[src/common/arith_pkg.sv]
`default_nettype none

package arith_pkg;

	// Integer ALU operations
	typedef enum logic [3:0] {
		alu_add = 4'd0,
		alu_sub = 4'd1,
		alu_and = 4'd2,
		alu_or  = 4'd3,
		alu_xor = 4'd4,
		alu_nor = 4'd5,
		alu_slt = 4'd6,
		alu_sll = 4'd7,
		alu_srl = 4'd8,
		alu_sra = 4'd9,
		alu_lui = 4'd10
	} alu_op_e;

	// FPU operations, carried in the low bit of the ALU op field
	typedef enum logic {
		fp_add = 1'b0,
		fp_mul = 1'b1
	} fp_op_e;

	// Single-precision field widths
	localparam int EXP_W = 8;
	localparam int MAN_W = 23;

endpackage

`default_nettype wire
[src/common/stage_pkg.sv]
`default_nettype none

package stage_pkg;

	// Branch field codes
	localparam logic [1:0] br_eq = 2'd0;
	localparam logic [1:0] br_jump = 2'd2;
	localparam logic [1:0] br_none = 2'd3;

	// Writeback source
	localparam logic [1:0] wb_alu = 2'd0;
	localparam logic [1:0] wb_mem = 2'd1;
	localparam logic [1:0] wb_link = 2'd2;

	// Operand 2 source
	localparam logic [1:0] src2_rt = 2'd0;
	localparam logic [1:0] src2_sa = 2'd1;
	localparam logic [1:0] src2_simm = 2'd2;
	localparam logic [1:0] src2_zimm = 2'd3;

	// Destination register
	localparam logic [1:0] dest_rd = 2'd0;
	localparam logic [1:0] dest_rt = 2'd1;
	localparam logic [1:0] dest_link = 2'd2;
	localparam logic [1:0] dest_fd = 2'd3;

	typedef struct packed {
		logic reg_write;
		logic [1:0] mem_to_reg;
		logic [1:0] branch;
		logic mem_write;
		logic mem_read;
		logic uart_to_reg;
		logic reg_to_uart;
		logic is_fp;
		logic [1:0] src2_sel;
		logic src1_sel;
		logic [1:0] dest_sel;
		arith_pkg::alu_op_e alu_op;
	} ctrl_t;

	// No-operation bundle with all writes off
	localparam ctrl_t ctrl_nop = '{
		alu_op: arith_pkg::alu_add,
		branch: br_none,
		mem_to_reg: wb_alu,
		src2_sel: src2_rt,
		dest_sel: dest_rd,
		default: '0
	};

	typedef struct packed {
		ctrl_t ctrl;
		logic [31:0] rs_val;
		logic [31:0] rt_val;
		logic [4:0] rt;
		logic [4:0] rd;
		logic [4:0] sa;
		logic [15:0] immediate;
		logic [25:0] inst_index;
	} issue_t;

	typedef struct packed {
		ctrl_t ctrl;
		logic [31:0] value;
		logic [31:0] store_data;
		logic [4:0] dest;
		logic [25:0] inst_index;
	} exec_result_t;

endpackage

`default_nettype wire

[src/design/exec_top.sv]
`default_nettype none

module exec_top #(
	parameter int pc_width = 5
) (
	input logic CLK,
	input logic reset,
	input logic issue,
	input logic [31:0] instr,
	input logic [31:0] rs_val,
	input logic [31:0] rt_val,
	input logic [pc_width-1:0] pc,
	input logic [pc_width-1:0] pc1,
	output logic busy,
	output logic valid,
	output stage_pkg::exec_result_t result,
	output logic [pc_width-1:0] pc_next,
	output logic [pc_width-1:0] pc1_next,
	output logic [pc_width-1:0] branch_target
);
	stage_pkg::issue_t dec;

	decoder #(
		.pc_width(pc_width)
	) i_decoder (
		.instr(instr),
		.rs_val(rs_val),
		.rt_val(rt_val),
		.dec(dec)
	);

	execution #(
		.pc_width(pc_width)
	) i_execution (
		.CLK(CLK),
		.reset(reset),
		.issue(issue),
		.dec(dec),
		.pc(pc),
		.pc1(pc1),
		.busy(busy),
		.valid(valid),
		.result(result),
		.pc_next(pc_next),
		.pc1_next(pc1_next),
		.branch_target(branch_target)
	);

endmodule

`default_nettype wire

[src/execution/execution.sv]
`default_nettype none

module execution #(
	parameter int pc_width = 5
) (
	input logic CLK,
	input logic reset,
	input logic issue,
	input stage_pkg::issue_t dec,
	input logic [pc_width-1:0] pc,
	input logic [pc_width-1:0] pc1,
	output logic busy,
	output logic valid,
	output stage_pkg::exec_result_t result,
	output logic [pc_width-1:0] pc_next,
	output logic [pc_width-1:0] pc1_next,
	output logic [pc_width-1:0] branch_target
);
	typedef enum logic {
		st_idle,
		st_wait_fpu
	} state_e;

	state_e state;
	stage_pkg::issue_t iss_q;
	logic [pc_width-1:0] pc_q;
	logic [pc_width-1:0] pc1_q;
	logic take;
	logic alu_pend;
	logic fpu_start;
	logic fpu_done;
	logic finish;
	logic [31:0] op1;
	logic [31:0] op2;
	logic [4:0] dest;
	logic [31:0] alu_y;
	logic [31:0] fpu_y;
	logic [31:0] fin_value;

	assign busy = (state == st_wait_fpu);
	assign take = issue && !busy;
	// Integer work completes one edge after issue, FP work on done
	assign finish = alu_pend || (busy && fpu_done);
	assign fin_value = busy ? fpu_y : alu_y;

	operand_select i_operand_select (
		.dec(iss_q),
		.op1(op1),
		.op2(op2),
		.dest(dest)
	);

	alu i_alu (
		.op(iss_q.ctrl.alu_op),
		.a(op1),
		.b(op2),
		.y(alu_y)
	);

	fpu i_fpu (
		.CLK(CLK),
		.reset(reset),
		.start(fpu_start),
		.op(arith_pkg::fp_op_e'(iss_q.ctrl.alu_op[0])),
		.a(op1),
		.b(op2),
		.done(fpu_done),
		.y(fpu_y)
	);

	always_ff @(posedge CLK) begin
		if (reset) begin
			state <= st_idle;
			valid <= 1'b0;
			alu_pend <= 1'b0;
			fpu_start <= 1'b0;
			result <= '{ctrl: stage_pkg::ctrl_nop, default: '0};
		end else begin
			valid <= finish;
			alu_pend <= take && !dec.ctrl.is_fp;
			fpu_start <= take && dec.ctrl.is_fp;
			if (finish) begin
				result <= '{
					ctrl: iss_q.ctrl,
					value: fin_value,
					store_data: iss_q.rt_val,
					dest: dest,
					inst_index: iss_q.inst_index
				};
			end
			case (state)
				st_idle: begin
					if (take && dec.ctrl.is_fp) begin
						state <= st_wait_fpu;
					end
				end
				default: begin
					if (fpu_done) begin
						state <= st_idle;
					end
				end
			endcase
		end
	end

	// Issued instruction and counters, held until the result leaves
	always_ff @(posedge CLK) begin
		if (take) begin
			iss_q <= dec;
			pc_q <= pc;
			pc1_q <= pc1;
		end
		if (finish) begin
			pc_next <= pc_q;
			pc1_next <= pc1_q;
			branch_target <= pc_q + iss_q.immediate[pc_width-1:0];
		end
	end

	a_no_issue_busy: assert property (@(posedge CLK) disable iff (reset) busy |-> !issue)
		else $error("issue while the execute stage is busy");

	// FPU done only arrives while the stage waits for it
	a_done_in_wait: assert property (
		@(posedge CLK) disable iff (reset) fpu_done |-> busy
	) else $error("FPU done outside the wait state");

endmodule

`default_nettype wire

[src/execution/fpu.sv]
`default_nettype none

module fpu (
	input logic CLK,
	input logic reset,
	input logic start,
	input arith_pkg::fp_op_e op,
	input logic [31:0] a,
	input logic [31:0] b,
	output logic done,
	output logic [31:0] y
);
	localparam int exp_w = arith_pkg::EXP_W;
	localparam int man_w = arith_pkg::MAN_W;
	localparam int man_full = man_w + 1;
	localparam int prod_w = 2 * man_full;
	localparam int ew = exp_w + 2;
	localparam int lz_w = $clog2(man_full + 1);
	localparam int bias = (1 << (exp_w - 1)) - 1;
	localparam int sign_bit = exp_w + man_w;

	function automatic logic [lz_w-1:0] lead_zeros(input logic [man_full-1:0] v);
		logic [lz_w-1:0] n;
		logic found;
		n = '0;
		found = 1'b0;
		for (int i = man_full - 1; i >= 0; i--) begin
			if (!found) begin
				if (v[i]) begin
					found = 1'b1;
				end else begin
					n = n + 1'b1;
				end
			end
		end
		return n;
	endfunction

	// Zero and underflow both come out as +0
	function automatic logic [31:0] pack(
		input logic sign,
		input logic signed [ew-1:0] e,
		input logic [man_w-1:0] frac,
		input logic zero
	);
		if (zero || e <= 0) begin
			return '0;
		end
		return {sign, e[exp_w-1:0], frac};
	endfunction

	logic v1;
	logic v2;
	logic v3;
	arith_pkg::fp_op_e op_q;
	logic [exp_w-1:0] exp_a;
	logic [exp_w-1:0] exp_b;
	logic [man_full-1:0] man_a;
	logic [man_full-1:0] man_b;
	logic a_big;
	logic [exp_w-1:0] exp_diff;
	logic [man_full-1:0] s1_man_x;
	logic [man_full-1:0] s1_man_y;
	logic signed [ew-1:0] s1_exp;
	logic s1_sign;
	logic s1_sub;
	logic s1_zero;
	logic [prod_w-1:0] s2_prod;
	logic [man_full:0] s2_sum;
	logic signed [ew-1:0] s2_exp;
	logic s2_sign;
	logic s2_zero;
	logic [lz_w-1:0] add_lz;
	logic [man_full-1:0] add_shift;
	logic [man_w-1:0] mul_frac;
	logic signed [ew-1:0] mul_exp;
	logic [man_w-1:0] add_frac;
	logic signed [ew-1:0] add_exp;
	logic [man_w-1:0] s3_frac;
	logic signed [ew-1:0] s3_exp;
	logic s3_sign;
	logic s3_zero;

	always_comb begin
		exp_a = a[man_w +: exp_w];
		exp_b = b[man_w +: exp_w];
		// Denormals flush, so a zero exponent has no hidden bit
		man_a = (exp_a == '0) ? '0 : {1'b1, a[man_w-1:0]};
		man_b = (exp_b == '0) ? '0 : {1'b1, b[man_w-1:0]};
		a_big = a[sign_bit-1:0] >= b[sign_bit-1:0];
		exp_diff = a_big ? exp_a - exp_b : exp_b - exp_a;
	end

	always_comb begin
		if (s2_prod[prod_w-1]) begin
			mul_frac = s2_prod[prod_w-2 -: man_w];
			mul_exp = s2_exp + 1;
		end else begin
			mul_frac = s2_prod[prod_w-3 -: man_w];
			mul_exp = s2_exp;
		end
		add_lz = lead_zeros(s2_sum[man_full-1:0]);
		add_shift = s2_sum[man_full-1:0] << add_lz;
		if (s2_sum[man_full]) begin
			add_frac = s2_sum[man_full-1 -: man_w];
			add_exp = s2_exp + 1;
		end else begin
			add_frac = add_shift[man_w-1:0];
			add_exp = s2_exp - $signed({1'b0, add_lz});
		end
	end

	always_ff @(posedge CLK) begin
		if (start) begin
			op_q <= op;
		end
		// Stage 1 unpack, align for add
		if (op == arith_pkg::fp_mul) begin
			s1_man_x <= man_a;
			s1_man_y <= man_b;
			s1_exp <= ew'(int'(exp_a) + int'(exp_b) - bias);
			s1_sign <= a[sign_bit] ^ b[sign_bit];
		end else if (a_big) begin
			s1_man_x <= man_a;
			s1_man_y <= man_b >> exp_diff;
			s1_exp <= ew'(exp_a);
			s1_sign <= a[sign_bit];
		end else begin
			s1_man_x <= man_b;
			s1_man_y <= man_a >> exp_diff;
			s1_exp <= ew'(exp_b);
			s1_sign <= b[sign_bit];
		end
		s1_sub <= a[sign_bit] ^ b[sign_bit];
		s1_zero <= (exp_a == '0) || (exp_b == '0);
		// Stage 2 mantissa arithmetic
		s2_prod <= prod_w'(s1_man_x) * prod_w'(s1_man_y);
		if (s1_sub) begin
			s2_sum <= {1'b0, s1_man_x} - {1'b0, s1_man_y};
		end else begin
			s2_sum <= {1'b0, s1_man_x} + {1'b0, s1_man_y};
		end
		s2_exp <= s1_exp;
		s2_sign <= s1_sign;
		s2_zero <= s1_zero;
		// Stage 3 normalize the sum
		s3_frac <= add_frac;
		s3_exp <= add_exp;
		s3_sign <= s2_sign;
		s3_zero <= (s2_sum == '0);
		if (v2 && op_q == arith_pkg::fp_mul) begin
			y <= pack(s2_sign, mul_exp, mul_frac, s2_zero);
		end else if (v3) begin
			y <= pack(s3_sign, s3_exp, s3_frac, s3_zero);
		end
	end

	always_ff @(posedge CLK) begin
		if (reset) begin
			v1 <= 1'b0;
			v2 <= 1'b0;
			v3 <= 1'b0;
			done <= 1'b0;
		end else begin
			v1 <= start;
			v2 <= v1;
			v3 <= v2 && (op_q == arith_pkg::fp_add);
			done <= (v2 && (op_q == arith_pkg::fp_mul)) || v3;
		end
	end

	a_start_idle: assert property (@(posedge CLK) disable iff (reset) start |-> !(v1 || v2 || v3))
		else $error("FPU start while an operation is running");

endmodule

`default_nettype wire

[src/execution/alu.sv]
`default_nettype none

module alu (
	input arith_pkg::alu_op_e op,
	input logic [31:0] a,
	input logic [31:0] b,
	output logic [31:0] y
);
	logic [4:0] shamt;

	assign shamt = a[4:0];

	always_comb begin
		case (op)
			arith_pkg::alu_add: y = a + b;
			arith_pkg::alu_sub: y = a - b;
			arith_pkg::alu_and: y = a & b;
			arith_pkg::alu_or: y = a | b;
			arith_pkg::alu_xor: y = a ^ b;
			arith_pkg::alu_nor: y = ~(a | b);
			arith_pkg::alu_slt: y = {31'd0, $signed(a) < $signed(b)};
			arith_pkg::alu_sll: y = b << shamt;
			arith_pkg::alu_srl: y = b >> shamt;
			arith_pkg::alu_sra: y = $signed(b) >>> shamt;
			arith_pkg::alu_lui: y = b << 16;
			default: y = a + b;
		endcase
	end

endmodule

`default_nettype wire

[src/execution/operand_select.sv]
`default_nettype none

module operand_select (
	input stage_pkg::issue_t dec,
	output logic [31:0] op1,
	output logic [31:0] op2,
	output logic [4:0] dest
);
	logic [31:0] sel2;

	always_comb begin
		case (dec.ctrl.src2_sel)
			stage_pkg::src2_rt: sel2 = dec.rt_val;
			stage_pkg::src2_sa: sel2 = {27'd0, dec.sa};
			stage_pkg::src2_simm: sel2 = {{16{dec.immediate[15]}}, dec.immediate};
			default: sel2 = {16'd0, dec.immediate};
		endcase

		// Shifts put the amount on op1 and the rt data on op2
		if (dec.ctrl.src1_sel) begin
			op1 = sel2;
			op2 = dec.rt_val;
		end else begin
			op1 = dec.rs_val;
			op2 = sel2;
		end

		case (dec.ctrl.dest_sel)
			stage_pkg::dest_rd: dest = dec.rd;
			stage_pkg::dest_rt: dest = dec.rt;
			stage_pkg::dest_link: dest = 5'd31;
			default: dest = dec.sa;
		endcase
	end

endmodule

`default_nettype wire

[src/design/decoder.sv]
`default_nettype none

module decoder #(
	parameter int pc_width = 5
) (
	input logic [31:0] instr,
	input logic [31:0] rs_val,
	input logic [31:0] rt_val,
	output stage_pkg::issue_t dec
);
	localparam logic [5:0] op_rtype = 6'h00;
	localparam logic [5:0] op_jal = 6'h03;
	localparam logic [5:0] op_beq = 6'h04;
	localparam logic [5:0] op_addi = 6'h08;
	localparam logic [5:0] op_andi = 6'h0c;
	localparam logic [5:0] op_ori = 6'h0d;
	localparam logic [5:0] op_lui = 6'h0f;
	localparam logic [5:0] op_cop1 = 6'h11;
	localparam logic [5:0] op_lw = 6'h23;
	localparam logic [5:0] op_sw = 6'h2b;

	localparam logic [5:0] fn_sll = 6'h00;
	localparam logic [5:0] fn_srl = 6'h02;
	localparam logic [5:0] fn_sra = 6'h03;
	localparam logic [5:0] fn_add = 6'h20;
	localparam logic [5:0] fn_sub = 6'h22;
	localparam logic [5:0] fn_and = 6'h24;
	localparam logic [5:0] fn_or = 6'h25;
	localparam logic [5:0] fn_xor = 6'h26;
	localparam logic [5:0] fn_nor = 6'h27;
	localparam logic [5:0] fn_slt = 6'h2a;
	localparam logic [5:0] fn_fadd = 6'h00;
	localparam logic [5:0] fn_fmul = 6'h02;
	localparam logic [4:0] fmt_single = 5'd16;

	logic [5:0] opcode;
	logic [5:0] funct;
	logic [15:0] imm;
	stage_pkg::ctrl_t c;

	assign opcode = instr[31:26];
	assign funct = instr[5:0];

	always_comb begin
		c = stage_pkg::ctrl_nop;
		imm = instr[15:0];
		case (opcode)
			op_rtype: begin
				c.reg_write = 1'b1;
				case (funct)
					fn_add: c.alu_op = arith_pkg::alu_add;
					fn_sub: c.alu_op = arith_pkg::alu_sub;
					fn_and: c.alu_op = arith_pkg::alu_and;
					fn_or: c.alu_op = arith_pkg::alu_or;
					fn_xor: c.alu_op = arith_pkg::alu_xor;
					fn_nor: c.alu_op = arith_pkg::alu_nor;
					fn_slt: c.alu_op = arith_pkg::alu_slt;
					fn_sll, fn_srl, fn_sra: begin
						// Amount from sa, data from rt
						c.src2_sel = stage_pkg::src2_sa;
						c.src1_sel = 1'b1;
						if (funct == fn_sll) begin
							c.alu_op = arith_pkg::alu_sll;
						end else if (funct == fn_srl) begin
							c.alu_op = arith_pkg::alu_srl;
						end else begin
							c.alu_op = arith_pkg::alu_sra;
						end
					end
					default: c.reg_write = 1'b0;
				endcase
			end
			op_addi, op_andi, op_ori, op_lui: begin
				c.reg_write = 1'b1;
				c.dest_sel = stage_pkg::dest_rt;
				c.src2_sel = stage_pkg::src2_zimm;
				if (opcode == op_addi) begin
					c.src2_sel = stage_pkg::src2_simm;
				end else if (opcode == op_andi) begin
					c.alu_op = arith_pkg::alu_and;
				end else if (opcode == op_ori) begin
					c.alu_op = arith_pkg::alu_or;
				end else begin
					c.alu_op = arith_pkg::alu_lui;
				end
			end
			op_lw: begin
				c.reg_write = 1'b1;
				c.mem_read = 1'b1;
				c.mem_to_reg = stage_pkg::wb_mem;
				c.dest_sel = stage_pkg::dest_rt;
				c.src2_sel = stage_pkg::src2_simm;
			end
			op_sw: begin
				c.mem_write = 1'b1;
				c.dest_sel = stage_pkg::dest_rt;
				c.src2_sel = stage_pkg::src2_simm;
			end
			op_beq: begin
				c.branch = stage_pkg::br_eq;
				c.alu_op = arith_pkg::alu_sub;
			end
			op_jal: begin
				c.reg_write = 1'b1;
				c.mem_to_reg = stage_pkg::wb_link;
				c.branch = stage_pkg::br_jump;
				c.dest_sel = stage_pkg::dest_link;
				// Jump offset kept within the instruction memory
				imm = 16'(instr[pc_width-1:0]);
			end
			op_cop1: begin
				if (instr[25:21] == fmt_single && (funct == fn_fadd || funct == fn_fmul)) begin
					c.reg_write = 1'b1;
					c.is_fp = 1'b1;
					c.dest_sel = stage_pkg::dest_fd;
					if (funct == fn_fmul) begin
						c.alu_op = arith_pkg::alu_op_e'(arith_pkg::fp_mul);
					end else begin
						c.alu_op = arith_pkg::alu_op_e'(arith_pkg::fp_add);
					end
				end
			end
			default: c = stage_pkg::ctrl_nop;
		endcase
	end

	assign dec = '{
		ctrl: c,
		rs_val: rs_val,
		rt_val: rt_val,
		rt: instr[20:16],
		rd: instr[15:11],
		sa: instr[10:6],
		immediate: imm,
		inst_index: instr[25:0]
	};

endmodule

`default_nettype wire

[config.mk]
export PLATFORM = sky130hd
export DESIGN_NAME = exec_top
export DESIGN_NICKNAME = d
export VERILOG_FILES = /design/src/common/arith_pkg.sv /design/src/common/stage_pkg.sv /design/src/design/exec_top.sv /design/src/execution/execution.sv /design/src/execution/fpu.sv /design/src/execution/alu.sv /design/src/execution/operand_select.sv /design/src/design/decoder.sv
export SDC_FILE = /design/constraint.sdc
export NUM_CORES = 2
export LEC_CHECK = 0
export BUFFER_PORTS_ARGS = -buffer_cell sky130_fd_sc_hd__buf_2
export CORE_MARGIN = 8
export CORE_UTILIZATION = 35
export CTS_CLUSTER_DIAMETER = 50
export DETAILED_ROUTE_END_ITERATION = 10
export SETUP_SLACK_MARGIN = 0.05
export SKIP_CTS_REPAIR_TIMING = 1
export SYNTH_ARGS = -nofsm -noshare
export SYNTH_HDL_FRONTEND = slang
export SYNTH_SLANG_ARGS = --single-unit
export TNS_END_PERCENT = 10
[constraint.sdc]
create_clock -name CLK -period 22.7 [get_ports CLK]
set_clock_uncertainty 0.05 [all_clocks]
set_input_delay 2.27 -clock CLK [delete_from_list [all_inputs] [get_ports CLK]]
set_output_delay 2.27 -clock CLK [all_outputs]
set_load 0.02 [all_outputs]
* Word-level counts from Yosys, hierarchy flattened *
Index checks and enable logic that the tools add are counted.

storage, ports and cells
  register bits after elaboration = 497
  latch bits = 0
  RAM bits = 0
  memory bits (read-only) = 0
  input port bits = 109
  output and inout port bits = 131
  word-level logic and storage cells = 324
  memories = 0

operators by class
  add/subtract/negate cells = 34
  multiply operators = 1
  divide/modulo/power cells = 0
  $lt $le $gt $ge = 4
  equal/unequal tests = 33
  shift-type cells = 6
  multiplexer cells = 149
  bitwise logic cells = 6
  reductions and logical operators = 29

operators by type and width
  kind                 number
  $pmux 32 s10         1
  $mux 32              9
  $mux 5               46
  $mux 24              6
  $add 5x1->5 const B  23
  $pmux 32 s3          1
  $mux 1               64
  $eq 6x6->1 const B   9
  $mul 24x24->48       1
  $shr 24x8->24        2
  $mux 23              2
  $add 32x32->32       1
  $and 32x32->32       1
  $lt 32x32->1         1
  $not 32->32          1
  $or 32x32->32        1
  $shl 32x5->32        1
  $shr 32x5->32        1
  $sshr 32x5->32       1
  $sub 32x32->32       1
  $xor 32x32->32       1
  $ge 31x31->1         1
  $mux 10              3
  $pmux 4 s7           1
  other kinds (46)     83

* Longest topological paths before layout *
  word-level depth = 72
  gate-level depth with buffers = 86
  mapped depth without buffers = 85

* Hierarchy *
From an unflattened synthesis, not the netlist that was laid out.

second synthesis, totals
  cell total of the unflattened synthesis = 6231
  area total of the unflattened synthesis = 54380.9 µm²

by module, submodules not included
  module          instances  cells an instance  area an instance (µm²)  sequential area each (µm²)
  fpu             1          3783               32776.4                 4234.1
  execution       1          695                9651.8                  7317.0
  alu             1          1354               9151.3                  0.0
  decoder         1          203                1453.9                  0.0
  operand_select  1          196                1347.5                  0.0

* Worst setup path before layout *
Ideal clock, no wire load.

  kind = reg2reg
  from = register i_execution.i_fpu.s2_sum[22]
  to = register i_execution.i_fpu.s3_exp[9]
  library setup time = 0.119 ns
  arrival time = 15.004 ns
  data required time = 22.531 ns
  slack = 7.527 ns
  cell stages (with the launch flop) = 87
  buffers on the path = 3
  period minus slack after synthesis = 15.173 ns
  cells stage by stage = dfxtp_1 -> inv_1 -> nor2_1 -> ha_1 -> o21a_1 -> ha_1 -> mux2i_1 -> a21boi_0 -> ha_1 -> nand2_1 -> nand2_1 -> ha_1 -> nand2b_1 -> a31oi_1 -> ha_1 -> mux2i_1 -> o21ai_0 -> nand2_1 -> [51 not listed] -> mux2_2 -> ha_1 -> mux2i_1 -> nor2_1 -> a21oi_1 -> buf_1 -> buf_1 -> clkbuf_1 -> ha_1 -> nor2b_1 -> o21ai_0 -> nand2b_1 -> and2_1 -> o21ai_0 -> nand2_1 -> nor4_1 -> a31oi_1 -> xnor2_1

on the way
  word-level cells in the longest chain between the ends = 70
  elaborated cells on any way between the ends = 93
  those cells by class = add/sub: 23; mux: 70

ends and longest elaborated chain
  element                           line        text
  from (decl)                       fpu.sv:69   logic [man_full:0] s2_sum;
  from (signal assigned)            fpu.sv:139  s2_sum <= {1'b0, s1_man_x} - {1'b0, s1_man_y};
  from (signal assigned)            fpu.sv:141  s2_sum <= {1'b0, s1_man_x} + {1'b0, s1_man_y};
  $mux 5                            fpu.sv:29   if (v[i]) begin
  $mux 5                            fpu.sv:28   if (!found) begin
  $add 5x1->5                       fpu.sv:32   n = n + 1'b1;
  $mux 5                            fpu.sv:29
  $mux 5                            fpu.sv:28
  $add 5x1->5                       fpu.sv:32
  $mux 5                            fpu.sv:29
  $mux 5                            fpu.sv:28
  [55 not listed]                   n/a
  $mux 5                            fpu.sv:29
  $mux 5                            fpu.sv:28
  $add 5x1->5                       fpu.sv:32
  $mux 5                            fpu.sv:29
  $mux 5 *                          fpu.sv:28
  $sub 10x6->10 *                   fpu.sv:109  add_exp = s2_exp - $signed({1'b0, add_lz});
  $mux 10 *                         fpu.sv:104  if (s2_sum[man_full]) begin
  via i_execution.i_fpu.add_exp[9]  fpu.sv:78   logic signed [ew-1:0] add_exp;
  to (signal assigned)              fpu.sv:148  s3_exp <= add_exp;
  to (decl)                         fpu.sv:80   logic signed [ew-1:0] s3_exp;

Mark *: on every way through the listed nets, which the timed path passes. The rest lies on a longest branch.
A chain may end at the register's enable or synchronous reset.

* Worst setup path after layout *
  from = register i_execution.i_fpu.s2_sum[22]
  to = register i_execution.i_fpu.s3_exp[8]

Same word-level chain as after synthesis.

==> impl_metrics.ini <==
[status]
outcome = completed

[yosys]
synth_ff_type = dfxtp_1
ys_ff_latch = 452
ys.warnings.count = 0
synth-async-reset-ratio_pct = 0
ys_types = 99
netlist_instances = 5952
syn-cell-area_um2 = 49400
post_synth.cell_area_avg_um2 = 8.30
synth_edf_count = 175
ys_seq_area_share_pct = 21.9

[clock_network]
cts_tree = yes
htreeDepth = 2
clock_latency_ns = 0.65
clk_pin_slew_ns = 0.07
cts-buffers-inserted = 52
cts_buffer_depth = 3
clock-sinks = 452
cts-root-buf = clkbuf_16

[global_routing]
antenna_found_initial = 14
grt_max_degree = 107
grt_pass1_wl_um = 288000
grt_util_all_layers_pct = 24.5
grt_pass1_vias = 44100
overflow = 0

[placement]
port_buffers = 237
hpwlAfterDp_um = 144000
place_area_um2 = 52700
routabilityCongestion = 1.04

[routing]
routed-wl-met2_um = 84100
ant_nets = 0
drc = 0
firstDrtPassIters = 6
drt-initial-drc-count = 4853
vias_per_cell = 5.62
wirelength_um = 194000
wl_met3_um = 19000
num_vias = 44500
met1Wirelength_um = 81800
wl_per_cell_um = 24.5
top_layer_used = met5

[timing]
rsz0062_at_grt = false
post-route-period-util_pct = 74.8
tightest_slew_ns = 1.32
fin_crit_ns = 16.98
maxSlewHeadroom_pct = 10.1
report.final.slew_viol_count = 0
finalSetupTns_ns = 0
setup_viol_count_final = 0
hold_violations = 0
max_clock_freq_ghz = 0.0589

[min_path]
hold_depth = 0
hold_path_class = flip-flop to flip-flop
worst_hold_startpoint = i_execution.i_fpu.s1_sign

[setup_path]
startpoint_type = flip-flop
end_kind = flip-flop
required_ns = 23.24
slowest_stage = dfxtp_1
crit_arrival_ns = 17.52
setup.worst_path.start = i_execution.i_fpu.s2_sum[22]
cpMostUsedCell = ha_1
cp_slowest_stage_delay_ns = 0.44
critical_path_class = flip-flop to flip-flop
r2r-start = i_execution.i_fpu.s2_sum[22]
worstPathMaxFanout = 32
reg2reg_depth = 84

[power_and_ir_drop]
peakVddDrop_mv = 0.0857
p_leak_nw = 23.7
p_seq_share_pct = 23.3
comb_power_share_pct = 58.8
intPower_mw = 2.58
power.density_nw_per_um2 = 91.8
fin_total_pwr_mw = 5.00
clockPowerShare_pct = 17.9
p_sw_mw = 2.42
netSwitchingFraction_pct = 48.5

[finish]
syn_to_final_growth_pct = 10.3
layout-drive-gt1-share_pct = 9.45
nets = 6922
finalInstanceArea_um2 = 54500

[floorplan]
die_height_um = 392
fp.dieW_um = 392
die_area_um2 = 154000
row_count = 138
top_level_ports = 240
start_util_pct = 35.1
coreArea_um2 = 141000

[job]
max_cap_viol_count = 0
area by class of cell:
type                       count  area [um^2]
antenna                        3         7.51
clock buffer                  62         1430
clock inverter                36          437
fill                       14400        86400
inverter                     650         2440
multi-input combinational   4457        34800
sequential                   452        10800
tap                         1890         2360
timing repair buffer         367         2180
cell families (layout without fill, tap and decap cells):
family                     after synthesis  in the layout  synth area share (%)
other                                    1              5               0.00759
DFF                                    452            452                  21.9
buffers and inverters                 1044           1115                  8.00
AOI/OAI and AO/OA                     1291           1291                  16.3
adders and majority gates              837            837                  28.7
xor gates and xnor gates               159            159                  2.97
and+or+nand+nor                       1984           1984                  17.9
muxes                                  184            184                  4.22
placed cells by master (no fill, tap or decap), types with 35 or more instances in the layout:
cell / count
nand3_1: 77
a21oi_1: 421
nand2_1: 975
mux2i_1: 140
nor2_1: 392
dfxtp_1: 258
o21ai_0: 312
buf_2: 236
and2_1: 221
a221oi_1: 49
nand2b_1: 43
a21o_1: 44
nor2b_1: 35
o211ai_1: 48
buf_4: 130
xor2_1: 43
inv_1: 643
a31oi_1: 46
fa_1: 495
clkbuf_16: 54
ha_1: 338
edfxtp_1: 175
a211oi_1: 48
o22ai_1: 36
xnor2_1: 109
nor3_1: 88
state kept, by name (all words and copies together), names as in the netlist, 5 cells and up:
| register | cells |
|---|---|
| i_execution.i_fpu.y | 32 |
| i_execution.iss_q | 117 |
| i_execution.i_fpu.s1_exp | 10 |
| i_execution.pc1_q | 5 |
| i_execution.i_fpu.s3_frac | 23 |
| i_execution.i_fpu.s3_exp | 10 |
| i_execution.pc_q | 5 |
| i_execution.pc1_next | 5 |
| i_execution.pc_next | 5 |
| i_execution.i_fpu.s2_exp | 10 |
| i_execution.i_fpu.s2_sum | 25 |
| i_execution.result | 111 |
| i_execution.i_fpu.s1_man_x | 24 |
| i_execution.branch_target | 5 |
| i_execution.i_fpu.s1_man_y | 24 |
| i_execution.i_fpu.s2_prod | 25 |
through the flow:
stage / utilization [%] / hold slack, ns / worst slack (ns) / std cells
global placement: 37.4 / 0.262 / 5.87 / 7816
detailed placement: 37.4 / 0.262 / 5.76 / 7816
CTS: 38.7 / 0.265 / 5.70 / 7914
floorplan: - / 0.260 / 7.53 / 5953
finish: 38.7 / 0.265 / 5.72 / 7917
global route: 38.7 / 0.279 / 4.22 / 7914
Yosys cell counts (15+ instances only):
| cell | n | share of area, % |
|---|---|---|
| nor3_1 | 91 | 0.92 |
| a22o_1 | 17 | 0.30 |
| ha_1 | 338 | 8.6 |
| mux2_2 | 20 | 0.46 |
| a211oi_1 | 48 | 0.73 |
| nor4_1 | 29 | 0.37 |
| o21ai_0 | 313 | 3.2 |
| a21oi_1 | 423 | 4.3 |
| nand2_1 | 975 | 7.4 |
| o31ai_1 | 32 | 0.49 |
| or3_1 | 22 | 0.28 |
| dfxtp_1 | 277 | 11 |
| buf_1 | 46 | 0.35 |
| edfxtp_1 | 175 | 11 |
| a21o_1 | 44 | 0.67 |
| clkbuf_1 | 337 | 2.6 |
| o21bai_1 | 30 | 0.46 |
| nor2_1 | 393 | 3.0 |
| mux4_2 | 16 | 0.73 |
| nor2b_1 | 36 | 0.46 |
| o211ai_1 | 48 | 0.73 |
| o22ai_1 | 36 | 0.46 |
| and3_1 | 31 | 0.39 |
| o2bb2ai_1 | 15 | 0.27 |
| nand3_1 | 77 | 0.78 |
| mux2i_1 | 145 | 2.9 |
| nand2b_1 | 43 | 0.54 |
| xor2_1 | 43 | 0.76 |
| and2_1 | 221 | 2.8 |
| o221ai_1 | 23 | 0.41 |
| a221oi_1 | 49 | 0.87 |
| inv_1 | 646 | 4.9 |
| a31oi_1 | 46 | 0.58 |
| xnor2_1 | 111 | 2.0 |
| o21a_1 | 20 | 0.30 |
| fa_1 | 495 | 20 |
critical path, delay by kind of cell (launching register included):
kind / cells / cell delay, ns
AOI/OAI and AO/OA: 21 / 4.17
xor gates and xnor gates: 3 / 0.42
adders and majority gates: 23 / 6.99
buffers and inverters: 4 / 0.98
DFF: 1 / 0.44
muxes: 10 / 1.47
and+or+nand+nor: 23 / 2.38
final timing paths:
kind / end / slack (ns)
max: i_execution.i_fpu.s3_exp[8] / 5.72
min: i_execution.i_fpu.s2_sign / 0.27
max reg2reg: i_execution.i_fpu.s3_exp[8] / 5.72
min reg2reg: i_execution.i_fpu.s2_sign / 0.27
power by group through the flow:
stage / clock network (mW) / logic (mW) / registers, mW
2_1_floorplan: 0 / 2.05 / 1.07
3_3_place_gp: 0 / 2.88 / 1.18
3_5_place_dp: 0 / 2.90 / 1.18
4_1_cts: 0.912 / 2.93 / 1.16
5_1_grt: 0.946 / 3.26 / 1.18
6_report: 0.896 / 2.94 / 1.17
metal layers:
metal | vias up | track usage [%]
met2 | 2185 | 37.5
met3 | 451 | 5.18
met4 | 14 | 9.46
met5 | - | 0
met1 | 21900 | 33.9
li1 | 20000 | -
(Power assumes the default switching activity.)
